File: src/source/memPkg.sv
// Main memory word and address types

package memPkg;

    // Data word
    localparam int wordWidth = 16;

    // Word address, one full 64K space
    localparam int addrWidth = 16;
    localparam int memWords  = 1 << addrWidth;

    // One data word
    typedef logic [wordWidth-1:0] wordT;

    // One word address
    typedef logic [addrWidth-1:0] addrT;

endpackage
File: src/source/cachePkg.sv
// L1 data cache geometry

package cachePkg;

    // Address split is tag, block index, word offset (MSB to LSB)
    localparam int tagWidth    = 2;
    localparam int indexWidth  = 11;
    localparam int offsetWidth = 3;

    // 2048 lines
    localparam int numLines = 1 << indexWidth;

    // 8 words per line
    localparam int wordsPerLine = 1 << offsetWidth;

    // Address fields
    typedef logic [tagWidth-1:0]    tagT;
    typedef logic [indexWidth-1:0]  indexT;
    typedef logic [offsetWidth-1:0] offsetT;

    // One line, word 0 in the low bits, 128 bits in all
    typedef memPkg::wordT [wordsPerLine-1:0] lineT;

endpackage

File: src/source/cacheCtrl.sv
// Cache request controller
`timescale 1ns/10ps

module cacheCtrl (
    input  logic              clk,
    input  logic              rstN,
    input  logic              read,
    input  logic              write,
    input  memPkg::addrT      address,
    input  memPkg::wordT      writeValue,
    input  logic              lineHit,
    input  logic              lineDirty,
    input  cachePkg::tagT     victimTag,
    input  memPkg::wordT      wordOut,
    input  memPkg::wordT      beatOut,
    input  memPkg::wordT      memReadData,
    output cachePkg::indexT   lookupIndex,
    output cachePkg::tagT     lookupTag,
    output cachePkg::offsetT  wordOffset,
    output cachePkg::offsetT  beatSel,
    output cachePkg::offsetT  fillBeat,
    output logic              wordWrite,
    output logic              fillWrite,
    output logic              tagFill,
    output logic              tagMarkDirty,
    output logic              memWrite,
    output memPkg::wordT      wordIn,
    output memPkg::wordT      fillWord,
    output memPkg::wordT      memWriteData,
    output memPkg::addrT      memAddr,
    output memPkg::wordT      readValue,
    output logic              hit,
    output logic              busy,
    output logic              done
);

    import memPkg::*;
    import cachePkg::*;

    typedef enum logic [2:0] {
        stIdle,
        stLookup,
        stWriteback,
        stRefill,
        stRespond
    } stateT;

    // One extra bit so refill can count its ninth cycle
    typedef logic [offsetWidth:0] beatCntT;

    localparam beatCntT lastWbBeat   = beatCntT'(wordsPerLine - 1);
    localparam beatCntT lastFillBeat = beatCntT'(wordsPerLine);

    stateT   state;
    beatCntT beatCnt;
    offsetT  beatLow;

    // Captured request
    tagT    reqTag;
    indexT  reqIndex;
    offsetT reqOffset;
    logic   reqWrite;
    wordT   reqData;

    // Last read result
    wordT readHold;

    logic accept;
    logic readDone;

    // Hits finish in lookup, misses finish in respond
    assign done     = ((state == stLookup) && lineHit) || (state == stRespond);
    assign hit      = (state == stLookup) && lineHit;
    // Busy drops on the done cycle so the next request lands on its closing edge
    assign busy     = (state != stIdle) && !done;
    assign accept   = (read || write) && !busy;
    assign readDone = done && !reqWrite;

    // Lookup and word access always use the captured request
    assign lookupIndex = reqIndex;
    assign lookupTag   = reqTag;
    assign wordOffset  = reqOffset;

    // Word op on the done cycle
    assign wordWrite    = done && reqWrite;
    assign tagMarkDirty = done && reqWrite;
    assign wordIn       = reqData;

    // Read result bypasses the hold register on its own done cycle
    assign readValue = readDone ? wordOut : readHold;

    assign beatLow = beatCnt[offsetWidth-1:0];
    assign beatSel = beatLow;

    // Writeback drives one beat per cycle to memory
    assign memWrite     = (state == stWriteback);
    assign memWriteData = beatOut;

    // Victim tag while writing back, request tag while refilling
    assign memAddr = {(state == stWriteback) ? victimTag : reqTag, reqIndex, beatLow};

    // Refill pipeline, beat k-1 lands while address k goes out
    assign fillWrite = (state == stRefill) && (beatCnt != '0);
    assign fillBeat  = offsetT'(beatCnt - 1'b1);
    assign fillWord  = memReadData;

    // Tag goes in with the last beat
    assign tagFill = (state == stRefill) && (beatCnt == lastFillBeat);

    // Request capture, write wins over read
    always_ff @(posedge clk) begin
        if (accept) begin
            reqTag    <= address[addrWidth-1 -: tagWidth];
            reqIndex  <= address[offsetWidth +: indexWidth];
            reqOffset <= address[offsetWidth-1:0];
            reqWrite  <= write;
            reqData   <= writeValue;
        end
    end

    // Sequence and read hold
    always_ff @(posedge clk or negedge rstN) begin
        if (!rstN) begin
            state    <= stIdle;
            beatCnt  <= '0;
            readHold <= '0;
        end else begin
            if (readDone) begin
                readHold <= wordOut;
            end
            case (state)
                stIdle, stRespond: begin
                    state <= accept ? stLookup : stIdle;
                end
                stLookup: begin
                    beatCnt <= '0;
                    if (lineHit) begin
                        // Back to back hits stay in lookup
                        state <= accept ? stLookup : stIdle;
                    end else if (lineDirty) begin
                        state <= stWriteback;
                    end else begin
                        state <= stRefill;
                    end
                end
                stWriteback: begin
                    if (beatCnt == lastWbBeat) begin
                        beatCnt <= '0;
                        state   <= stRefill;
                    end else begin
                        beatCnt <= beatCnt + 1'b1;
                    end
                end
                stRefill: begin
                    // 9 cycles, the last one only writes beat 7
                    if (beatCnt == lastFillBeat) begin
                        state <= stRespond;
                    end else begin
                        beatCnt <= beatCnt + 1'b1;
                    end
                end
                default: state <= stIdle;
            endcase
        end
    end

endmodule

File: config.mk
export PLATFORM = sky130hd
export DESIGN_NAME = cacheCtrl
export DESIGN_NICKNAME = d
export VERILOG_FILES = /design/src/source/memPkg.sv /design/src/source/cachePkg.sv /design/src/source/cacheCtrl.sv
export SDC_FILE = /design/constraint.sdc
export NUM_CORES = 1
export LEC_CHECK = 0
export ABC_AREA = 1
export BUFFER_PORTS_ARGS = -buffer_cell sky130_fd_sc_hd__buf_2
export CORE_MARGIN = 8
export CORE_UTILIZATION = 41
export CTS_BUF_LIST = sky130_fd_sc_hd__clkbuf_2
export CTS_CLUSTER_DIAMETER = 40
export DETAILED_ROUTE_END_ITERATION = 8
export PLACE_DENSITY = 0.91
export REMOVE_ABC_BUFFERS = 1
export SETUP_SLACK_MARGIN = 0.2
export SLEW_MARGIN = 30
export SYNTH_ARGS = -nofsm -noshare
export SYNTH_HDL_FRONTEND = slang
export SYNTH_SLANG_ARGS = --single-unit
File: constraint.sdc
create_clock -name clk -period 2.05 [get_ports clk]
set_input_delay 0.615 -clock clk [delete_from_list [all_inputs] [get_ports clk]]
set_output_delay 0.615 -clock clk [all_outputs]
set_load 0.01 [all_outputs]
### Word-level counts from Yosys, hierarchy flattened

Cells that the tools add are included.

| word-level totals | value |
|---|---|
| bits in registers | 56 |

| operators by class | value |
|---|---|
| add/sub/neg operators | 2 |
| equal/unequal tests | 9 |
| mux-type cells | 11 |
| reductions and logical operators | 19 |

Operators with widths:

| cell | number |
|---|---|
| 16-bit 2-to-1 mux | 1 |
| 3-bit one-hot mux with 4 select lines | 1 |
| 4-bit one-hot mux with 3 select lines | 1 |
| 4-bit 2-to-1 mux | 2 |
| 1-bit logical AND | 7 |
| 3-bit by 2-bit equality test with 1-bit output (second input constant) | 2 |
| 3-bit 2-to-1 mux | 2 |
| 3-bit nonzero test | 2 |
| 4-bit by 1-bit adder with 4-bit output (second input constant) | 1 |
| 4-bit by 3-bit equality test with 1-bit output (second input constant) | 1 |
| 4-bit equality test (second input constant) | 1 |
| 2-bit 2-to-1 mux | 2 |
| 2-bit by 1-bit != test with 1-bit output (second input constant) | 2 |
| 2-bit AND reduction | 2 |
| 4-bit nonzero test | 1 |
| 3-bit by 1-bit equality test with 1-bit output (second input constant) | 1 |
| 3-bit equality test (second input constant) | 1 |
| 1-bit zero test | 3 |
| 3-bit zero test | 1 |
| 3-bit by 1-bit subtractor with 3-bit output (second input constant) | 1 |
| 1-bit logical OR | 2 |
| 1-bit 2-to-1 mux | 2 |
| 2-bit != test (second input constant) | 1 |
| 2-bit OR reduction | 1 |

### Depth between registers and ports, before layout

| logic depth | value |
|---|---|
| word-level depth | 10 |
| depth in mapped cells | 9 |
| gate-level depth less buffers | 9 |

### Least setup slack after synthesis

OpenSTA, ideal clock, no wires.

| timing path | value |
|---|---|
| kind | input to output |
| from | in lineHit |
| to | out wordWrite |
| setup slack | 19 ps |
| buffers on the path | 2 |
| stages on the path | 6 |
| arrival time | 1,416 ps |
| required time | 1,435 ps |
| cell sequence | nand3_2 > o21ai_4 > buf_6 > inv_2 > nor2_1 > buf_4 |

| between the ends | value |
|---|---|
| word-level cells in the longest chain between the ends | 3 |

RTL lines:

| item | RTL line | source |
|---|---|---|
| start, declared | cacheCtrl.sv:11 | `input logic lineHit,` |
| 1-bit logical AND | cacheCtrl.sv:72 | `assign done = ((state == stLookup) && lineHit) \|\| (state == stRespond);` |
| 1-bit logical OR | cacheCtrl.sv:72 |  |
| named net done | cacheCtrl.sv:34 | `output logic done` |
| 1-bit logical AND | n/a |  |
| end, declared | cacheCtrl.sv:22 | `output logic wordWrite,` |

The timed path passes the listed nets, and every way through them passes these cells.

### Final worst setup path

| timing path | value |
|---|---|
| from | reg state[1] |
| to | reg readHold[3] |

| between the ends | value |
|---|---|
| word-level cells in the longest chain between the ends | 5 |

RTL lines:

| item | RTL line | source |
|---|---|---|
| start, declared | cacheCtrl.sv:54 | `stateT state;` |
| start signal, assigned | cacheCtrl.sv:124 | `state <= stIdle;` |
| start signal, assigned | cacheCtrl.sv:133 | `state <= accept ? stLookup : stIdle;` |
| start signal, assigned | cacheCtrl.sv:139 | `state <= accept ? stLookup : stIdle;` |
| 3-bit by 1-bit equality test with 1-bit output | cacheCtrl.sv:72 |  |
| 1-bit logical AND | cacheCtrl.sv:72 |  |
| 1-bit logical OR (*) | cacheCtrl.sv:72 |  |
| 1-bit logical AND (*) | cacheCtrl.sv:77 | `assign readDone = done && !reqWrite;` |
| 16-bit 2-to-1 mux (*) | n/a |  |
| end signal, assigned | cacheCtrl.sv:129 | `readHold <= wordOut;` |
| end, declared | cacheCtrl.sv:66 | `wordT readHold;` |

Every way passes the cells marked *; elsewhere a longest branch is shown, timed or not.
A chain may end at the register's enable or synchronous reset.

==> flow_metrics.py <==
metrics = {
    "timing": {
        "finalSetupViolCount": 29,
        "max_freq_ghz": 0.4199,
        "setup_slack_of_the_critical_path_after_layout_ps": -331.8,
        "post-route-min-period_ps": 2382,
        "max-slew-margin-rel_pct": 65.88,
        "final.setup_skew_ps": 11.97,
        "max_slew.worst_pin.slew_ps": 511.8,
        "report.final.slew_viol_count": 0,
        "post-route-period-util_pct": 116.2,
        "setup_repair_after_global_routing_missed_its_margin": "yes",
        "hold_viol": 0,
        "tns_ps": -7365,
    },
    "yosys": {
        "synth_most_common_cell": "sky130_fd_sc_hd__nand2_1",
        "post_synth_instance_area_um2": 2531,
        "synth_top_area_cell": "sky130_fd_sc_hd__edfxtp_1",
        "postSynth.topFlopCell": "sky130_fd_sc_hd__edfxtp_1",
        "synth.top_cell.area_share_pct": 39.15,
        "sequential_element_share_of_the_synthesized_area_pct": 61.89,
        "synth_top_cells_by_area": "sky130_fd_sc_hd__edfxtp_1, sky130_fd_sc_hd__dfrtp_1, sky130_fd_sc_hd__buf_4, sky130_fd_sc_hd__nand2_1, sky130_fd_sc_hd__nand3_1",
        "synth_cells": 228,
        "async_flop_share_pct": 41.07,
        "netlist-cell-type-count": 25,
        "syn_area_per_cell_um2": 11.10,
        "edff_count_synth": 33,
        "ys.warnings.count": 0,
        "synth.top_cells.by_count": "sky130_fd_sc_hd__nand2_1, sky130_fd_sc_hd__buf_4, sky130_fd_sc_hd__edfxtp_1",
        "postSynthRegisterBits": 56,
    },
    "setup_path": {
        "required_ps": 2370,
        "crit_arrival_ps": 2700,
        "cp-endpoint": "readHold[3]$_DFF_PN0_",
        "r2r_slack_ps": -330,
        "critPathKind": "reg2reg",
        "worstReg2RegEnd": "readHold[3]$_DFF_PN0_",
        "worst_r2r_startpoint": "state[1]$_DFFE_PN0P_",
        "reg2reg_depth": 16,
        "setup.worst_path.end_class": "flip-flop",
        "critPathLaunchType": "flip-flop",
        "cp-startpoint": "state[1]$_DFFE_PN0P_",
        "critical_path_peak_fanout": 8,
    },
    "finish": {
        "area.growth.synth_to_final_pct": 52.94,
        "final_standard_cell_utilization_of_the_core_pct": 65.00,
        "fillerInstances": 440,
        "nNetsFinal": 480,
        "num_antenna_cells": 0,
        "ratio_of_cells_with_drive_above_1_in_the_final_layout_pct": 69.82,
        "final_design_area_no_fill_um2": 3871,
    },
    "placed_design": {
        "detailedPlacementHpwl_um": 5907,
        "placed_cell_area_um2": 2984,
        "port-buffer-count": 133,
        "place.gp.congestion": 0.8438,
    },
    "power": {
        "vdd_ir_drop_max_v": 0.0009249,
        "pnr_total_power_mw": 5.601,
        "cellLeakagePower_nw": 1.973,
        "pwr_density_cell_nw_per_um2": 1447,
    },
    "clock_tree": {
        "cts_made_buffers": 5,
        "clock_sink_count": 56,
        "clk_transition_reported_paths_ps": 260,
        "h-tree-depth": 2,
        "clock_path_buffers": 2,
        "cts.hold.buffers_added": 0,
        "cts-root-buf": "sky130_fd_sc_hd__clkbuf_2",
        "cts_tree": "done",
        "clk_latency_ps": 400,
    },
    "floorplanning": {
        "chipWidth_um": 94.57,
        "die_height_um": 94.57,
        "floorplan.initialDensity_pct": 42.50,
        "die_outline_area_um2": 8943,
        "i_o_pin_count": 198,
        "num_rows": 28,
        "coreArea_um2": 5956,
    },
    "grt": {
        "gr-usage-all-layers_pct": 19.42,
        "gr-total-overflow": 0,
        "grt_pass1_vias": 2410,
        "antenna_found_initial": 1,
        "grt_pass1_wl_um": 13030,
        "grt_start_max_net_pins": 34,
    },
    "drt": {
        "finalWirelength_um": 9685,
        "drc": 0,
        "drt_iter0_drc": 51,
        "drt.antenna.violating_nets": 0,
        "routed_via_density": 4.873,
        "firstDrtPassIters": 4,
        "vias": 2271,
        "routedWlPerCell_um": 20.78,
    },
    "flow_run": {
        "max-cap-violations": 0,
    },
    "worst_hold_path": {
        "hp-class": "in2async",
    },
    "outcome": {
        "run_status": "finished, violations left",
        "failed_checks": "setup timing",
    },
}
==> power breakdown <==
group          leakage (nW)  internal (mW)  switching [mW]
combinational          1.34           1.76            1.58
clock                0.0432          0.217           0.317
sequential            0.588           1.57           0.161
total                  1.97           3.54            2.06
==> state kept, by name (all words and copies together) (netlist names) <==
register     cells
readHold        16
wordIn          16
lookupIndex     11
beatCnt          4
state            3
wordOffset       3
lookupTag        2
reqWrite         1
==> per-stage QoR <==
step	worst slack, ps	std cells	hold slack (ps)
2_1_floorplan	140.7	175	319.4
3_3_place_gp	-6.127	394	449.2
3_5_place_dp	-35.31	394	454.1
4_1_cts	-295.9	458	79.01
5_1_grt	-466.9	466	104.2
6_report	-331.8	466	120.4
==> layer usage <==
layer  up-vias  GRT usage, %  wire [um]
met5         -         5.000         70
met4         4         4.551        192
met3        24         10.32       1195
met2       173         28.91       4379
met1      1062         23.85       3846
li1       1008             -          -
==> cells in the final DEF, fill, tap and decap left out, drive strengths merged <==
| master | instances |
|---|---|
| bufinv | 1 |
| a21oi | 1 |
| xnor2 | 1 |
| nand2 | 58 |
| nor2 | 4 |
| buf | 207 |
| ha | 2 |
| clkinv | 1 |
| xor2 | 2 |
| o21ai | 5 |
| dfrtp | 23 |
| nand3 | 23 |
| edfxtp | 33 |
| or2 | 1 |
| clkbuf | 7 |
| o211ai | 1 |
| inv | 20 |
| nand4 | 1 |
==> what timing repair did <==
| item | CTS | global route |
|---|---|---|
| resized for setup | 52 | 33 |
| setup endpoints to repair | 28 | 35 |
| cloned | 2 | 0 |
| setup buffers | 54 | 8 |
| pin swaps | 22 | 3 |
==> cell type report <==
| class | instances | area, um^2 | area share (%) |
|---|---|---|---|
| well taps | 75 | 93.84 | 2.424 |
| clock buffers | 7 | 35.03 | 0.9050 |
| multi-input cells | 99 | 658.1 | 17.00 |
| flip-flops and latches | 56 | 1568 | 40.50 |
| repair buffers | 207 | 1399 | 36.13 |
| inverters | 21 | 87.58 | 2.262 |
| clock inverters | 1 | 30.03 | 0.7757 |
==> worst min-delay path by stage <==
| stage | from | end | slack (ps) | cells after the start |
|---|---|---|---|---|
| 6_report | rstN | readHold[15]$_DFF_PN0_ | 120 | 1 |
| 5_1_grt | rstN | readHold[15]$_DFF_PN0_ | 100 | 1 |
| 4_1_cts | rstN | readHold[15]$_DFF_PN0_ | 80 | 1 |
| 3_5_place_dp | readHold[12]$_DFF_PN0_ | readHold[12]$_DFF_PN0_ | 450 | 2 |
| 3_3_place_gp | readHold[5]$_DFF_PN0_ | readHold[5]$_DFF_PN0_ | 450 | 2 |
| 2_1_floorplan | rstN | beatCnt[0]$_DFFE_PN0P_ | 320 | 0 |
==> worst max-delay path: stages (launching register included) <==
cell	delay, ps
sky130_fd_sc_hd__dfrtp_1	450
sky130_fd_sc_hd__inv_2	100
sky130_fd_sc_hd__nand2_2	80
sky130_fd_sc_hd__o21ai_4	150
sky130_fd_sc_hd__buf_12	150
sky130_fd_sc_hd__nand2_4	110
sky130_fd_sc_hd__nand2_2	90
sky130_fd_sc_hd__nand2_2	60
sky130_fd_sc_hd__buf_4	130
sky130_fd_sc_hd__buf_4	120
sky130_fd_sc_hd__buf_4	120
sky130_fd_sc_hd__buf_4	130
sky130_fd_sc_hd__buf_4	130
sky130_fd_sc_hd__buf_4	130
sky130_fd_sc_hd__buf_4	120
sky130_fd_sc_hd__buf_4	120
sky130_fd_sc_hd__buf_4	120
==> logic make-up after synthesis <==
group                    Yosys count  synth area share, %
adder cells (fa/ha/maj)            2               0.9885
AO/OA/AOI/OAI                      7                1.928
buffers and inverters             74                18.98
flip-flops                        56                61.89
XOR/XNOR                           3                1.038
AND/OR/NAND/NOR                   86                15.18
No activity file was read; power rests on OpenSTA's default activity.
